==> src/common/mempool_pkg.sv <==
// MemPool cluster package
// Cluster sizes, TCDM address fields and the word types shared by
// the tiles, the banks and the NUMA interconnect

`default_nettype none

package mempool_pkg;

  // Cluster topology
  localparam int unsigned NumTiles        = 4;
  localparam int unsigned NumCoresPerTile = 2;
  localparam int unsigned NumCores        = NumTiles * NumCoresPerTile;
  localparam int unsigned NumBanksPerTile = 2;
  localparam int unsigned NumBanks        = NumTiles * NumBanksPerTile;

  // Core bus widths
  localparam int unsigned AddrWidth = 32;
  localparam int unsigned DataWidth = 32;
  localparam int unsigned BeWidth   = DataWidth / 8;

  // TCDM geometry, 64 words per bank
  localparam int unsigned TCDMAddrMemWidth = 6;
  localparam int unsigned ByteOffset       = 2;

  // Return index of a response, one value per core
  localparam int unsigned CoreIdxWidth = $clog2(NumCores);

  // Address map of a core address
  //   [1:0]   byte offset
  //   [4:2]   global bank, word interleaved
  //           bank b lives in tile b/2 as local bank b%2
  //   [10:5]  row inside the bank
  //   above   ignored by the cluster

  typedef logic [AddrWidth-1:0]    addr_t;
  typedef logic [DataWidth-1:0]    data_t;
  typedef logic [BeWidth-1:0]      be_t;
  typedef logic [CoreIdxWidth-1:0] core_addr_t;

  // Address inside a tile
  // Local bank bit sits on top of the row
  typedef logic [TCDMAddrMemWidth+$clog2(NumBanksPerTile)-1:0] tile_addr_t;

endpackage : mempool_pkg

`default_nettype wire

==> src/numa_interconnect/rr_arbiter.sv <==
// Round-robin arbiter
// Picks one requesting core for a single TCDM bank, searching from a
// rotating priority pointer that moves past each winner

`timescale 1ns/100ps
`default_nettype none

module rr_arbiter
  import mempool_pkg::*;
(
  input  wire logic                clk_i,
  input  wire logic                arst_n_i,
  input  wire logic [NumCores-1:0] req_i,
  output logic      [NumCores-1:0] gnt_o
);

  core_addr_t ptr_q;
  core_addr_t winner;
  logic       found;

  // First requester at or after the pointer, wrapping around
  always_comb begin
    int unsigned cand;
    gnt_o  = '0;
    winner = ptr_q;
    found  = 1'b0;
    for (int unsigned i = 0; i < NumCores; i++) begin
      cand = (ptr_q + i) % NumCores;
      if (!found && req_i[cand]) begin
        found       = 1'b1;
        winner      = core_addr_t'(cand);
        gnt_o[cand] = 1'b1;
      end
    end
  end

  // Lowest priority goes to the core that just won
  always_ff @(posedge clk_i or negedge arst_n_i) begin
    if (!arst_n_i) begin
      ptr_q <= '0;
    end else if (found) begin
      ptr_q <= core_addr_t'((winner + 1) % NumCores);
    end
  end

  a_gnt_legal: assert property (@(posedge clk_i) disable iff (!arst_n_i)
    $onehot0(gnt_o) && ((gnt_o & ~req_i) == '0))
    else $error("arbiter grant is not one-hot or goes to an idle core");

endmodule : rr_arbiter

`default_nettype wire

==> src/numa_interconnect/numa_interconnect.sv <==
// NUMA interconnect
// Full request crossbar from every core to every TCDM bank with one
// round-robin arbiter per bank, and a response crossbar that returns
// read data to the core named by the response index

`timescale 1ns/100ps
`default_nettype none

module numa_interconnect
  import mempool_pkg::*;
(
  input  wire logic                      clk_i,
  input  wire logic                      arst_n_i,
  // Core side
  input  wire logic       [NumCores-1:0] req_i,
  input  wire addr_t      [NumCores-1:0] add_i,
  input  wire logic       [NumCores-1:0] wen_i,
  input  wire data_t      [NumCores-1:0] wdata_i,
  input  wire be_t        [NumCores-1:0] be_i,
  output logic            [NumCores-1:0] gnt_o,
  output logic            [NumCores-1:0] vld_o,
  output data_t           [NumCores-1:0] rdata_o,
  // Bank side
  output logic            [NumBanks-1:0] req_o,
  output tile_addr_t      [NumBanks-1:0] add_o,
  output logic            [NumBanks-1:0] wen_o,
  output data_t           [NumBanks-1:0] wdata_o,
  output be_t             [NumBanks-1:0] be_o,
  output core_addr_t      [NumBanks-1:0] idx_o,
  input  wire logic       [NumBanks-1:0] gnt_i,
  input  wire logic       [NumBanks-1:0] vld_i,
  input  wire core_addr_t [NumBanks-1:0] idx_i,
  input  wire data_t      [NumBanks-1:0] rdata_i
);

  logic       [NumCores-1:0][$clog2(NumBanks)-1:0] bank_sel;
  tile_addr_t [NumCores-1:0]                       core_taddr;
  logic       [NumBanks-1:0][NumCores-1:0]         bank_req;
  logic       [NumBanks-1:0][NumCores-1:0]         arb_gnt;
  logic       [NumCores-1:0][NumBanks-1:0]         resp_match;

  // Global bank and in-tile address of each core request
  always_comb begin
    for (int c = 0; c < NumCores; c++) begin
      bank_sel[c]   = add_i[c][ByteOffset +: $clog2(NumBanks)];
      core_taddr[c] = {add_i[c][ByteOffset +: $clog2(NumBanksPerTile)],
                       add_i[c][ByteOffset + $clog2(NumBanks) +: TCDMAddrMemWidth]};
    end
  end

  always_comb begin
    for (int b = 0; b < NumBanks; b++) begin
      for (int c = 0; c < NumCores; c++) begin
        bank_req[b][c] = req_i[c] && (int'(bank_sel[c]) == b);
      end
    end
  end

  for (genvar b = 0; b < NumBanks; b++) begin : gen_bank
    core_addr_t winner;

    rr_arbiter u_arb (
      .clk_i   (clk_i      ),
      .arst_n_i(arst_n_i   ),
      .req_i   (bank_req[b]),
      .gnt_o   (arb_gnt[b] )
    );

    always_comb begin
      winner = '0;
      for (int c = 0; c < NumCores; c++) begin
        if (arb_gnt[b][c]) begin
          winner = core_addr_t'(c);
        end
      end
    end

    // Winner's fields go to the bank, tagged with its core index
    assign req_o[b]   = |arb_gnt[b];
    assign add_o[b]   = core_taddr[winner];
    assign wen_o[b]   = wen_i[winner];
    assign wdata_o[b] = wdata_i[winner];
    assign be_o[b]    = be_i[winner];
    assign idx_o[b]   = winner;
  end : gen_bank

  always_comb begin
    for (int c = 0; c < NumCores; c++) begin
      gnt_o[c] = 1'b0;
      for (int b = 0; b < NumBanks; b++) begin
        gnt_o[c] |= arb_gnt[b][c] && gnt_i[b];
      end
    end
  end

  // Equal read latency keeps responses to one core apart, no arbitration here
  always_comb begin
    for (int c = 0; c < NumCores; c++) begin
      vld_o[c]   = 1'b0;
      rdata_o[c] = '0;
      for (int b = 0; b < NumBanks; b++) begin
        resp_match[c][b] = vld_i[b] && (int'(idx_i[b]) == c);
        if (resp_match[c][b]) begin
          vld_o[c]   = 1'b1;
          rdata_o[c] = rdata_i[b];
        end
      end
    end
  end

  for (genvar c = 0; c < NumCores; c++) begin : gen_resp_chk
    a_one_resp: assert property (@(posedge clk_i) disable iff (!arst_n_i)
      $onehot0(resp_match[c]))
      else $error("core %0d receives more than one response in a cycle", c);
  end : gen_resp_chk

endmodule : numa_interconnect

`default_nettype wire

==> config.mk <==
export PLATFORM = sky130hd
export DESIGN_NAME = numa_interconnect
export DESIGN_NICKNAME = d
export VERILOG_FILES = /design/src/common/mempool_pkg.sv /design/src/numa_interconnect/rr_arbiter.sv /design/src/numa_interconnect/numa_interconnect.sv
export SDC_FILE = /design/constraint.sdc
export NUM_CORES = 2
export LEC_CHECK = 0
export CELL_PAD_IN_SITES_DETAIL_PLACEMENT = 0
export CELL_PAD_IN_SITES_GLOBAL_PLACEMENT = 2
export CORE_AREA = 5 5 589 591
export CTS_BUF_LIST = sky130_fd_sc_hd__clkbuf_8 sky130_fd_sc_hd__clkbuf_16
export CTS_CLUSTER_DIAMETER = 50
export DETAILED_ROUTE_END_ITERATION = 12
export DIE_AREA = 0 0 594 596
export DONT_BUFFER_PORTS = 1
export GPL_ROUTABILITY_DRIVEN = 0
export MAX_ROUTING_LAYER = met4
export PLACE_DENSITY = 0.54
export SLEW_MARGIN = 20
export SYNTH_ARGS = -nofsm -noshare
export SYNTH_HDL_FRONTEND = slang
export SYNTH_HIERARCHICAL = 1
export SYNTH_SLANG_ARGS = --single-unit
==> constraint.sdc <==
create_clock -name clk_i -period 10.48 [get_ports clk_i]
set_input_delay 0.524 -clock clk_i [delete_from_list [all_inputs] [get_ports clk_i]]
set_output_delay 0.524 -clock clk_i [all_outputs]
set_load 0.1 [all_outputs]
==> reports/qor.yml <==
outcome: "complete, no violations"
synth_cell_types: 111
synth_common_cells: "942 x nand2_1, 736 x clkbuf_1, 563 x a22oi_1, 466 x o22ai_1, 461 x mux2i_1"
synth_nets: 8411
cp-end-kind: "output pin"
cts_buffers: 3
start_util: 0.151
fp.dieH_um: 596
rsz0062_at_grt: "no"
grt_usage: 0.289
fp.dieW_um: 594
ctsResizeCount: 0
whs_ns: 0.0388
fmax_mhz: 110
final_antenna_net_count: 0
synthAdderAreaFrac: 0.0136
multi_input_area_sq_mm: 0.0474
drc: 0
finalWirelength_um: 535000
dieArea_sq_mm: 0.354
r2r_end: "gen_bank[1].u_arb/ptr_q[2]"
finalHoldViolations: 0
synth_flop_cell: "dfrtp_1"
path_class: "flop to output pin"
crit_path_frequent_cell: "mux2i_1"
grt.overflow.total: 0
grt_antenna_before_repair: 55
maxSlewHeadroom: 0.150
synthMuxAreaShare: 0.158
clock_latency_ns: 0.31
cts_tree: "built"
path_cells: "clkinv_1, ha_1, mux4_2, nand2_1, nand4_4, or4_1, a2bb2oi_1, mux2i_1, mux2_2, nand2b_1, nand3_4, a21oi_4, buf_4, mux2i_1, o211ai_1, buf_16"
drive_above_1_share: 0.215
cp_max_fo: 26
num_vias: 77300
dpl.hpwl_um: 383000
setup_viol: 0
register_area_sq_um: 601
start_kind: "flop"
core_region_area_sq_mm: 0.341
nets: 7899
yosysTopAreaCell: "mux2i_1"
slowest_delay_ns: 1.07
grt_max_degree: 77
hold_class: "primary input to asynchronous set/reset pin"
dr.pass1.iters: 10
required_ns: 9.96
cts_max_level: 1
synth_top_family_by_area: "compound AO/OA/AOI/OAI gates"
min_period_ns: 9.06
wl_per_cell_um: 45.9
top_register: "gen_bank.u_arb/ptr_q"
cts_root_buffer: "clkbuf_16"
ys_async_sr_fraction: 1.00
fin_util: 0.200
synth.area.top_cells: "mux2i_1 9.0%, a22oi_1 8.2%, nand2_1 6.9%"
timing.final.max_slew_violations: 0
viasPerCell: 6.63
cp_top_family: "compound AO/OA/AOI/OAI gates"
std_cell_rows: 215
cts_setup_buffers: 0
synth.avg_cell_area_sq_um: 6.86
clk_pin_slew_ns: 0.10
synth-edff-count: 0
syn_to_final_growth_pct: 32.8
reg2reg_from: "gen_bank[1].u_arb/ptr_q[0]"
pin_count: 1514
fillerInstances: 37800
crit_slowest_cell: "a21oi_4"
post-route-period-util: 0.865
cts_sinks: 24
max-cap-violations: 0
first_iter_violations: 13500
synth-compound-area-share: 0.455
syn_inst: 7497
synth_xor_area_frac: 0.00783
synth_most_common_cell: "nand2_1"
syn-cell-area_sq_mm: 0.0515
clockBufferDepth: 2
yosys.area_share.simple: 0.238
synth_seq_area_share: 0.0117
hold_buffers: 1
cp_num_buf_inv: 3
finalClockSkew_ns: 0.00273
reg_top3: "gen_bank.u_arb/ptr_q (24)"
portBuffers: 0
ys_ff_latch: 24
arrival_ns: 8.54
setup-tns-final_ns: 0
rr_worst_depth: 14
grt_pass1_vias: 71800
largest_reg_flops: 24
synth_top_area_frac: 0.0897
yosysWarnings: 6
reg2reg_slack_ns: 4.84
grt_pass1_wl_um: 694000
worst_pin_slew_ns: 1.28
## routing by layer
| layer | vias up | track usage | routed length [um] |
|---|---|---|---|
| li1 | 29100 | - | - |
| met1 | 37800 | 0.297 | 177000 |
| met2 | 7814 | 0.432 | 226000 |
| met3 | 2585 | 0.116 | 70900 |
| met4 | 0 | 0.242 | 60700 |
| met5 | - | - | 0 |
## layout make-up
class,count,area share
timing repair buffer,832,0.202
sequential,24,0.00879
inverter,107,0.00628
antenna,119,0.00436
clock buffer,3,0.00110
clock inverter,1,0.000439
tap,4557,0.0834
multi-input combinational,6017,0.694
## cell usage in the layout (no fill, tap or decap), types with 30 or more instances in the layout
cell and count:
a222oi_1 38, and3b_1 352, a311o_1 352, a221oi_1 275, nor3_1 56, nor2_1 133
nand2_1 938, buf_16 365, o21ai_0 39, o22ai_1 466, diode_2 119, mux2i_1 461
inv_1 75, o221ai_1 43, a31oi_4 37, and2_1 30, mux2_2 108, a21oi_1 98
nor2b_1 35, ha_1 56, a31oi_2 135, o211ai_1 367, or3_1 229, nand2b_1 86
buf_4 441, nor4_1 30, a211oi_1 360, nand3_1 62, mux4_2 58, a21oi_2 54
a22oi_1 563
## worst reg2reg max path: cells and delay by family, from the launching register on
family,cells,cell delay (ns)
xor gates and xnor gates,1,0.13
adders and majority gates,2,1.10
muxes,1,0.60
and+or+nand+nor,5,0.74
AOI/OAI and AO/OA,4,1.42
DFF,1,1.02
buffers and inverters,1,0.50
## cell families (layout without fill, tap and decap cells)
logic type / count (synthesis) / count (layout)
AO/OA/AOI/OAI: 3061 / 3061
AND/OR/NAND/NOR: 2187 / 2187
buffers and inverters: 1456 / 943
multiplexers: 673 / 673
adder cells (fa/ha/maj): 56 / 56
XOR/XNOR: 40 / 40
flip-flops: 24 / 24
other: 0 / 119
## through the flow
step	area (sq um)	worst slack, ns	instances
4_1_cts	68000	1.55	11500
2_1_floorplan	51500	3.82	7497
3_3_place_gp	67600	1.91	11500
6_report	68400	1.42	11700
5_1_grt	68300	1.16	11600
3_5_place_dp	67900	1.90	11500
## worst max path at each step
stage / from / to / slack [ns] / depth (start not counted)
after floorplan: gen_bank[5].u_arb/ptr_q[0] / be_o[20] / 3.82 / 19
after global placement: gen_bank[2].u_arb/ptr_q[0] / wdata_o[87] / 1.91 / 14
after detailed placement: gen_bank[1].u_arb/ptr_q[0] / wdata_o[40] / 1.90 / 15
after CTS: gen_bank[1].u_arb/ptr_q[0] / wdata_o[40] / 1.55 / 16
after global routing: gen_bank[4].u_arb/ptr_q[0] / wdata_o[156] / 1.16 / 15
final: gen_bank[1].u_arb/ptr_q[0] / wdata_o[40] / 1.42 / 16
Power is left out: the tool's default activity adds up to more than one toggle a clock period on the data nets, which glitch-free logic cannot reach.
