===== src/common/mempool_pkg.sv =====
// MemPool cluster package
// Cluster sizes, TCDM address fields and the word types shared by
// the tiles, the banks and the NUMA interconnect

`default_nettype none

package mempool_pkg;

  // Cluster topology
  localparam int unsigned NumTiles        = 4;
  localparam int unsigned NumCoresPerTile = 2;
  localparam int unsigned NumCores        = NumTiles * NumCoresPerTile;
  localparam int unsigned NumBanksPerTile = 2;
  localparam int unsigned NumBanks        = NumTiles * NumBanksPerTile;

  // Core bus widths
  localparam int unsigned AddrWidth = 32;
  localparam int unsigned DataWidth = 32;
  localparam int unsigned BeWidth   = DataWidth / 8;

  // TCDM geometry, 64 words per bank
  localparam int unsigned TCDMAddrMemWidth = 6;
  localparam int unsigned ByteOffset       = 2;

  // Return index of a response, one value per core
  localparam int unsigned CoreIdxWidth = $clog2(NumCores);

  // Address map of a core address
  //   [1:0]   byte offset
  //   [4:2]   global bank, word interleaved
  //           bank b lives in tile b/2 as local bank b%2
  //   [10:5]  row inside the bank
  //   above   ignored by the cluster

  typedef logic [AddrWidth-1:0]    addr_t;
  typedef logic [DataWidth-1:0]    data_t;
  typedef logic [BeWidth-1:0]      be_t;
  typedef logic [CoreIdxWidth-1:0] core_addr_t;

  // Address inside a tile
  // Local bank bit sits on top of the row
  typedef logic [TCDMAddrMemWidth+$clog2(NumBanksPerTile)-1:0] tile_addr_t;

endpackage : mempool_pkg

`default_nettype wire


===== src/mempool_tile/tcdm_bank.sv =====
// TCDM bank
// Single-port word memory with byte enables; a read returns its data
// one cycle later together with the index of the requesting core

`timescale 1ns/100ps
`default_nettype none

module tcdm_bank
  import mempool_pkg::*;
(
  input  wire logic                        clk_i,
  input  wire logic                        arst_n_i,
  input  wire logic                        req_i,
  input  wire logic                        wen_i,
  input  wire logic [TCDMAddrMemWidth-1:0] addr_i,
  input  wire data_t                       wdata_i,
  input  wire be_t                         be_i,
  input  wire core_addr_t                  ret_addr_i,
  output logic                             vld_o,
  output core_addr_t                       resp_addr_o,
  output data_t                            rdata_o
);

  data_t mem [2**TCDMAddrMemWidth];

  // Storage and read data path
  always_ff @(posedge clk_i) begin
    if (req_i) begin
      if (wen_i) begin
        for (int i = 0; i < BeWidth; i++) begin
          if (be_i[i]) begin
            mem[addr_i][8*i +: 8] <= wdata_i[8*i +: 8];
          end
        end
      end else begin
        rdata_o     <= mem[addr_i];
        resp_addr_o <= ret_addr_i;
      end
    end
  end

  // Only reads produce a response
  always_ff @(posedge clk_i or negedge arst_n_i) begin
    if (!arst_n_i) begin
      vld_o <= 1'b0;
    end else begin
      vld_o <= req_i && !wen_i;
    end
  end

endmodule : tcdm_bank

`default_nettype wire


===== src/mempool_tile/mempool_tile.sv =====
// MemPool tile
// Holds the local TCDM banks of one tile, grants every incoming bank
// request and adds a response register for the second read cycle

`timescale 1ns/100ps
`default_nettype none

module mempool_tile
  import mempool_pkg::*;
(
  input  wire logic                             clk_i,
  input  wire logic                             arst_n_i,
  input  wire logic       [$clog2(NumTiles)-1:0] tile_id_i,
  // TCDM bank ports
  input  wire logic       [NumBanksPerTile-1:0] mem_req_i,
  input  wire core_addr_t [NumBanksPerTile-1:0] mem_ret_addr_i,
  input  wire tile_addr_t [NumBanksPerTile-1:0] mem_addr_i,
  input  wire logic       [NumBanksPerTile-1:0] mem_wen_i,
  input  wire data_t      [NumBanksPerTile-1:0] mem_wdata_i,
  input  wire be_t        [NumBanksPerTile-1:0] mem_be_i,
  output logic            [NumBanksPerTile-1:0] mem_gnt_o,
  output logic            [NumBanksPerTile-1:0] mem_vld_o,
  output core_addr_t      [NumBanksPerTile-1:0] mem_resp_addr_o,
  output data_t           [NumBanksPerTile-1:0] mem_rdata_o
);

  logic       [NumBanksPerTile-1:0][$clog2(NumBanksPerTile)-1:0] port_bank;
  logic       [NumBanksPerTile-1:0]                              bank_req;
  logic       [NumBanksPerTile-1:0]                              bank_wen;
  logic       [NumBanksPerTile-1:0][TCDMAddrMemWidth-1:0]        bank_row;
  data_t      [NumBanksPerTile-1:0]                              bank_wdata;
  be_t        [NumBanksPerTile-1:0]                              bank_be;
  core_addr_t [NumBanksPerTile-1:0]                              bank_ret;
  logic       [NumBanksPerTile-1:0]                              bank_vld;
  core_addr_t [NumBanksPerTile-1:0]                              bank_resp;
  data_t      [NumBanksPerTile-1:0]                              bank_rdata;
  logic       [NumBanksPerTile-1:0]                              vld_q;
  core_addr_t [NumBanksPerTile-1:0]                              resp_q;
  data_t      [NumBanksPerTile-1:0]                              rdata_q;

  // Banks never stall
  assign mem_gnt_o = mem_req_i;

  // Steer each port to the bank named by its local bank bit
  always_comb begin
    for (int p = 0; p < NumBanksPerTile; p++) begin
      port_bank[p] = mem_addr_i[p][TCDMAddrMemWidth +: $clog2(NumBanksPerTile)];
    end
    for (int k = 0; k < NumBanksPerTile; k++) begin
      bank_req[k]   = 1'b0;
      bank_wen[k]   = 1'b0;
      bank_row[k]   = '0;
      bank_wdata[k] = '0;
      bank_be[k]    = '0;
      bank_ret[k]   = '0;
      for (int p = 0; p < NumBanksPerTile; p++) begin
        if (mem_req_i[p] && (int'(port_bank[p]) == k)) begin
          bank_req[k]   = 1'b1;
          bank_wen[k]   = mem_wen_i[p];
          bank_row[k]   = mem_addr_i[p][TCDMAddrMemWidth-1:0];
          bank_wdata[k] = mem_wdata_i[p];
          bank_be[k]    = mem_be_i[p];
          bank_ret[k]   = mem_ret_addr_i[p];
        end
      end
    end
  end

  for (genvar k = 0; k < NumBanksPerTile; k++) begin : gen_bank
    tcdm_bank u_bank (
      .clk_i      (clk_i        ),
      .arst_n_i   (arst_n_i     ),
      .req_i      (bank_req[k]  ),
      .wen_i      (bank_wen[k]  ),
      .addr_i     (bank_row[k]  ),
      .wdata_i    (bank_wdata[k]),
      .be_i       (bank_be[k]   ),
      .ret_addr_i (bank_ret[k]  ),
      .vld_o      (bank_vld[k]  ),
      .resp_addr_o(bank_resp[k] ),
      .rdata_o    (bank_rdata[k])
    );
  end : gen_bank

  // Response register, second cycle of read latency
  always_ff @(posedge clk_i or negedge arst_n_i) begin
    if (!arst_n_i) begin
      vld_q <= '0;
    end else begin
      vld_q <= bank_vld;
    end
  end

  always_ff @(posedge clk_i) begin
    resp_q  <= bank_resp;
    rdata_q <= bank_rdata;
  end

  assign mem_vld_o       = vld_q;
  assign mem_resp_addr_o = resp_q;
  assign mem_rdata_o     = rdata_q;

  for (genvar p = 0; p < NumBanksPerTile; p++) begin : gen_chk
    a_bank_bit: assert property (@(posedge clk_i) disable iff (!arst_n_i)
      mem_req_i[p] |-> (int'(port_bank[p]) == p))
      else $error("tile %0d: port %0d carries a request for another bank", tile_id_i, p);

    a_resp_range: assert property (@(posedge clk_i) disable iff (!arst_n_i)
      mem_vld_o[p] |-> (int'(mem_resp_addr_o[p]) < NumCores))
      else $error("tile %0d: bank %0d response index out of range", tile_id_i, p);
  end : gen_chk

endmodule : mempool_tile

`default_nettype wire


===== config.mk =====
export PLATFORM = sky130hd
export DESIGN_NAME = mempool_tile
export DESIGN_NICKNAME = d
export VERILOG_FILES = /design/src/common/mempool_pkg.sv /design/src/mempool_tile/tcdm_bank.sv /design/src/mempool_tile/mempool_tile.sv
export SDC_FILE = /design/constraint.sdc
export NUM_CORES = 2
export LEC_CHECK = 0
export BUFFER_PORTS_ARGS = -buffer_cell sky130_fd_sc_hd__buf_2
export CAP_MARGIN = 15
export CORE_UTILIZATION = 55
export CTS_CLUSTER_DIAMETER = 120
export CTS_CLUSTER_SIZE = 16
export DETAILED_ROUTE_END_ITERATION = 8
export MAX_ROUTING_LAYER = met4
export PLACE_DENSITY_LB_ADDON = 0.12
export RECOVER_POWER = 100
export SYNTH_ARGS = -nofsm -noshare
export SYNTH_HDL_FRONTEND = slang
export SYNTH_SLANG_ARGS = --single-unit

===== constraint.sdc =====
create_clock -name clk_i -period 2.1 [get_ports clk_i]
set_input_delay 0.21 -clock clk_i [delete_from_list [all_inputs] [get_ports clk_i]]
set_output_delay 0.21 -clock clk_i [all_outputs]
set_load 0.1 [all_outputs]

==> flow_summary.yaml <==
yosys:
  synth_fa_ha_area_frac: 0
  synth-seq-cells: 4240
  synth_xor_area_frac: 0
  synth_compound_area_frac: 0.104
  synthSimpleGateAreaFrac: 0.0373
  synth_edf_count: 4166
  synth_top_family_by_area: "compound AO/OA/AOI/OAI gates"
  synth_seq_area_share: 0.807
  netlist_instances: 8794
  synth_fp_nets: 8894
  yosysWarnings: 0
  synth_area_sq_um: 157000
  async_flop_share: 0.000943
  muxShareOfSynthArea: 0.0365
  synthFlopType: "edfxtp_1"
  avgSynthCellArea_sq_um: 17.8
  synth.distinct_cells: 67
route:
  routed_wirelength_mm: 495
  vias: 99003
  firstDrtPassIters: 9
  postRouteAntennaNets: 0
  via_per_inst: 6.55
  wl_per_cell_microns: 32.8
  drtIter0Drc: 14893
  route.detailed.drc: 0
layout:
  drive_above_1_share: 0.340
  finalNonFillerCells: 15107
  layout_common_cells: "edfxtp_1, buf_4, a22oi_1"
  fin_nets: 11303
  seq_area_sq_um: 127000
  fin_area_sq_um: 197000
  final_common_cell: "edfxtp_1"
  fill_cells: 18038
  multi_input_area_sq_um: 30900
  area_delta_synth_final_pct: 25.6
placed_design:
  place_ws_ns: -1.75
  dpl.cell_count: 14223
  post_dp_cell_area_sq_um: 182000
  post-dp-hpwl_mm: 326
  place_congestion: 0.940
  port-buffer-count: 171
pwr:
  powerDensity_nw_per_um2: 833
  leakage_uw: 0.0614
  max-vdd-ir-drop_uv: 798
timing:
  max_freq_ghz: 0.397
  worstMarginPinSlew_ns: 1.03
  setup_viol_count_final: 4566
  relSlewSlack: 0.316
  post-route-period-util: 1.20
  fin_setup_tns_ns: -592.71
  layout_setup_ws_ns: -0.418
  rsz0062_at_grt: "yes"
  final-hold-violation-count: 0
  post-route-min-period_ns: 2.52
  slew_violations: 0
  finalClockSkew_ns: 0.0337
clocking:
  cts_root_buf: "clkbuf_16"
  cts_tree: "yes"
  clock_path_buffers: 4
  clkSinkCount: 4240
  insertion_delay_ns: 0.94
  cts.clk_slew.worst_paths_ns: 0.07
  h-tree-depth: 5
  numCtsBuffers: 302
floorplan:
  die_w_microns: 536
  row_count: 195
  dieArea_sq_um: 287000
  core_sq_um: 283000
  die_h_microns: 536
  initial_core_util: 0.554
  ios: 174
global_routing:
  grt_pass1_vias: 96410
  grt_usage: 0.348
  grt_start_max_net_pins: 65
  grt-ovfl-total: 0
  grt_pass1_wl_mm: 694
  grt_antenna_before_repair: 24
critical_path:
  critPathKind: "in2reg"
  cp_max_fo: 7
  crit_required_ns: 2.76
  worstPathArrival_ns: 3.18
  start_kind: "input port"
  endpoint_kind: "register"
status:
  violations: "negative setup slack"
  status: "finished with violations"
run:
  drv_cap: 0
min_path:
  hold_path_class: "in2reg"
-- synthesized netlist by cell type (all sizes together), types with 9 or more instances --
master | number | share of area
edfxtp | 4166 | 0.80
a22oi | 567 | 0.027
nor2 | 545 | 0.013
nand2 | 524 | 0.013
a222oi | 515 | 0.033
mux2 | 434 | 0.031
clkbuf | 384 | 0.0092
a31oi | 337 | 0.013
buf | 216 | 0.0063
a21oi | 214 | 0.0069
and3 | 109 | 0.0044
a221oi | 101 | 0.0056
a22o | 96 | 0.0054
mux2i | 84 | 0.0054
dfxtp | 70 | 0.0089
a2111oi | 60 | 0.0033
nor4 | 54 | 0.0022
a31o | 49 | 0.0027
o21ai | 35 | 0.0012
nand3 | 34 | 0.0011
o22ai | 29 | 0.0012
or4 | 25 | 0.0012
nand4 | 23 | 0.00092
o22a | 16 | 0.00089
nor3 | 14 | 0.00045
nand4b | 9 | 0.00050
o221ai | 9 | 0.00050
-- sequential cells by signal, indices dropped and copies added, names as in the netlist --
register,count
gen_bank.u_bank.rdata_o,64
gen_bank.u_bank.mem,4096
mem_rdata_o,64
mem_resp_addr_o,6
gen_bank.u_bank.vld_o,2
gen_bank.u_bank.resp_addr_o,6
mem_vld_o,2
-- final cells by class --
cell class / count / area share
Sequential cell: 4240 / 0.642
Tap cell: 3743 / 0.0238
Clock buffer: 429 / 0.0413
Antenna cell: 16 / 0.000203
Timing Repair Buffer: 2701 / 0.134
Inverter: 1 / 0.0000190
Multi-Input combinational cell: 3957 / 0.157
Clock inverter: 20 / 0.00154
-- power breakdown --
part / switching (uW) / total (uW) / leakage, uW / internal (uW)
sequential: 157 / 93700 / 0.0327 / 93600
combinational: 9210 / 15500 / 0.0246 / 6260
clock: 27900 / 54900 / 0.00406 / 27000
-- metrics by stage --
step	total power (uW)	utilization	hold slack, ns
finish	164000	0.696	0.0917
global route	168000	0.696	0.0120
CTS	164000	0.692	0.00340
detailed placement	109000	0.643	0.0157
global placement	109000	0.643	0.0124
floorplan	102000	-	-0.0856
-- per-layer routing --
layer	GRT usage	part of all wire	vias up	wire length [microns]
li1	-	-	41345	-
met1	0.461	0.37	50610	183000
met2	0.546	0.48	5981	236000
met3	0.0467	0.099	1067	48800
met4	0.149	0.056	0	27900
met5	-	0	-	0
-- critical path, stage by stage --
cell,delay (ns)
buf_16,0.13
clkbuf_1,0.11
and3_4,0.16
a21oi_4,0.14
buf_12,0.15
buf_16,0.18
buf_6,0.13
nor2_4,0.12
buf_12,0.19
buf_16,0.14
a222oi_1,0.37
a21oi_1,0.13
or4_4,0.57
or4_1,0.40
-- final timing paths --
path                                                           from                                  endpoint  slack, ns  depth (start not counted)
max                                                    mem_req_i[1]  gen_bank[1].u_bank.rdata_o[18]$_DFFE_PP_      -0.42                         14
min                                                 mem_wdata_i[43]  gen_bank[1].u_bank.mem[58][11]$_DFFE_PP_       0.09                          3
max reg2reg                 gen_bank[1].u_bank.mem[26][6]$_DFFE_PP_   gen_bank[1].u_bank.rdata_o[6]$_DFFE_PP_      -0.37                          5
min reg2reg                gen_bank[1].u_bank.rdata_o[12]$_DFFE_PP_                   mem_rdata_o[44]$_DFF_P_       0.34                          0
max in group asynchronous                                  arst_n_i                    mem_vld_o[0]$_DFF_PN0_       1.77                          3
min in group asynchronous                                  arst_n_i                    mem_vld_o[1]$_DFF_PN0_       0.16                          3
-- cells by family (layout without fill, tap and decap cells) --
kind of cell | count (synthesis) | count (layout)
flip-flops | 4240 | 4240
AO/OA/AOI/OAI | 2075 | 2075
AND/OR/NAND/NOR | 1360 | 1364
buffers and inverters | 601 | 3151
multiplexers | 518 | 518
other | 0 | 16
-- repair_timing --
item,CTS,global route
setup buffers,180,134
cloned,26,18
hold buffers,100,0
endpoints found under the hold margin,2480,0
gates resized for setup,441,393
pin swaps,305,297
setup endpoints to repair,2024,1889
No activity file was read; power rests on OpenSTA's default activity.
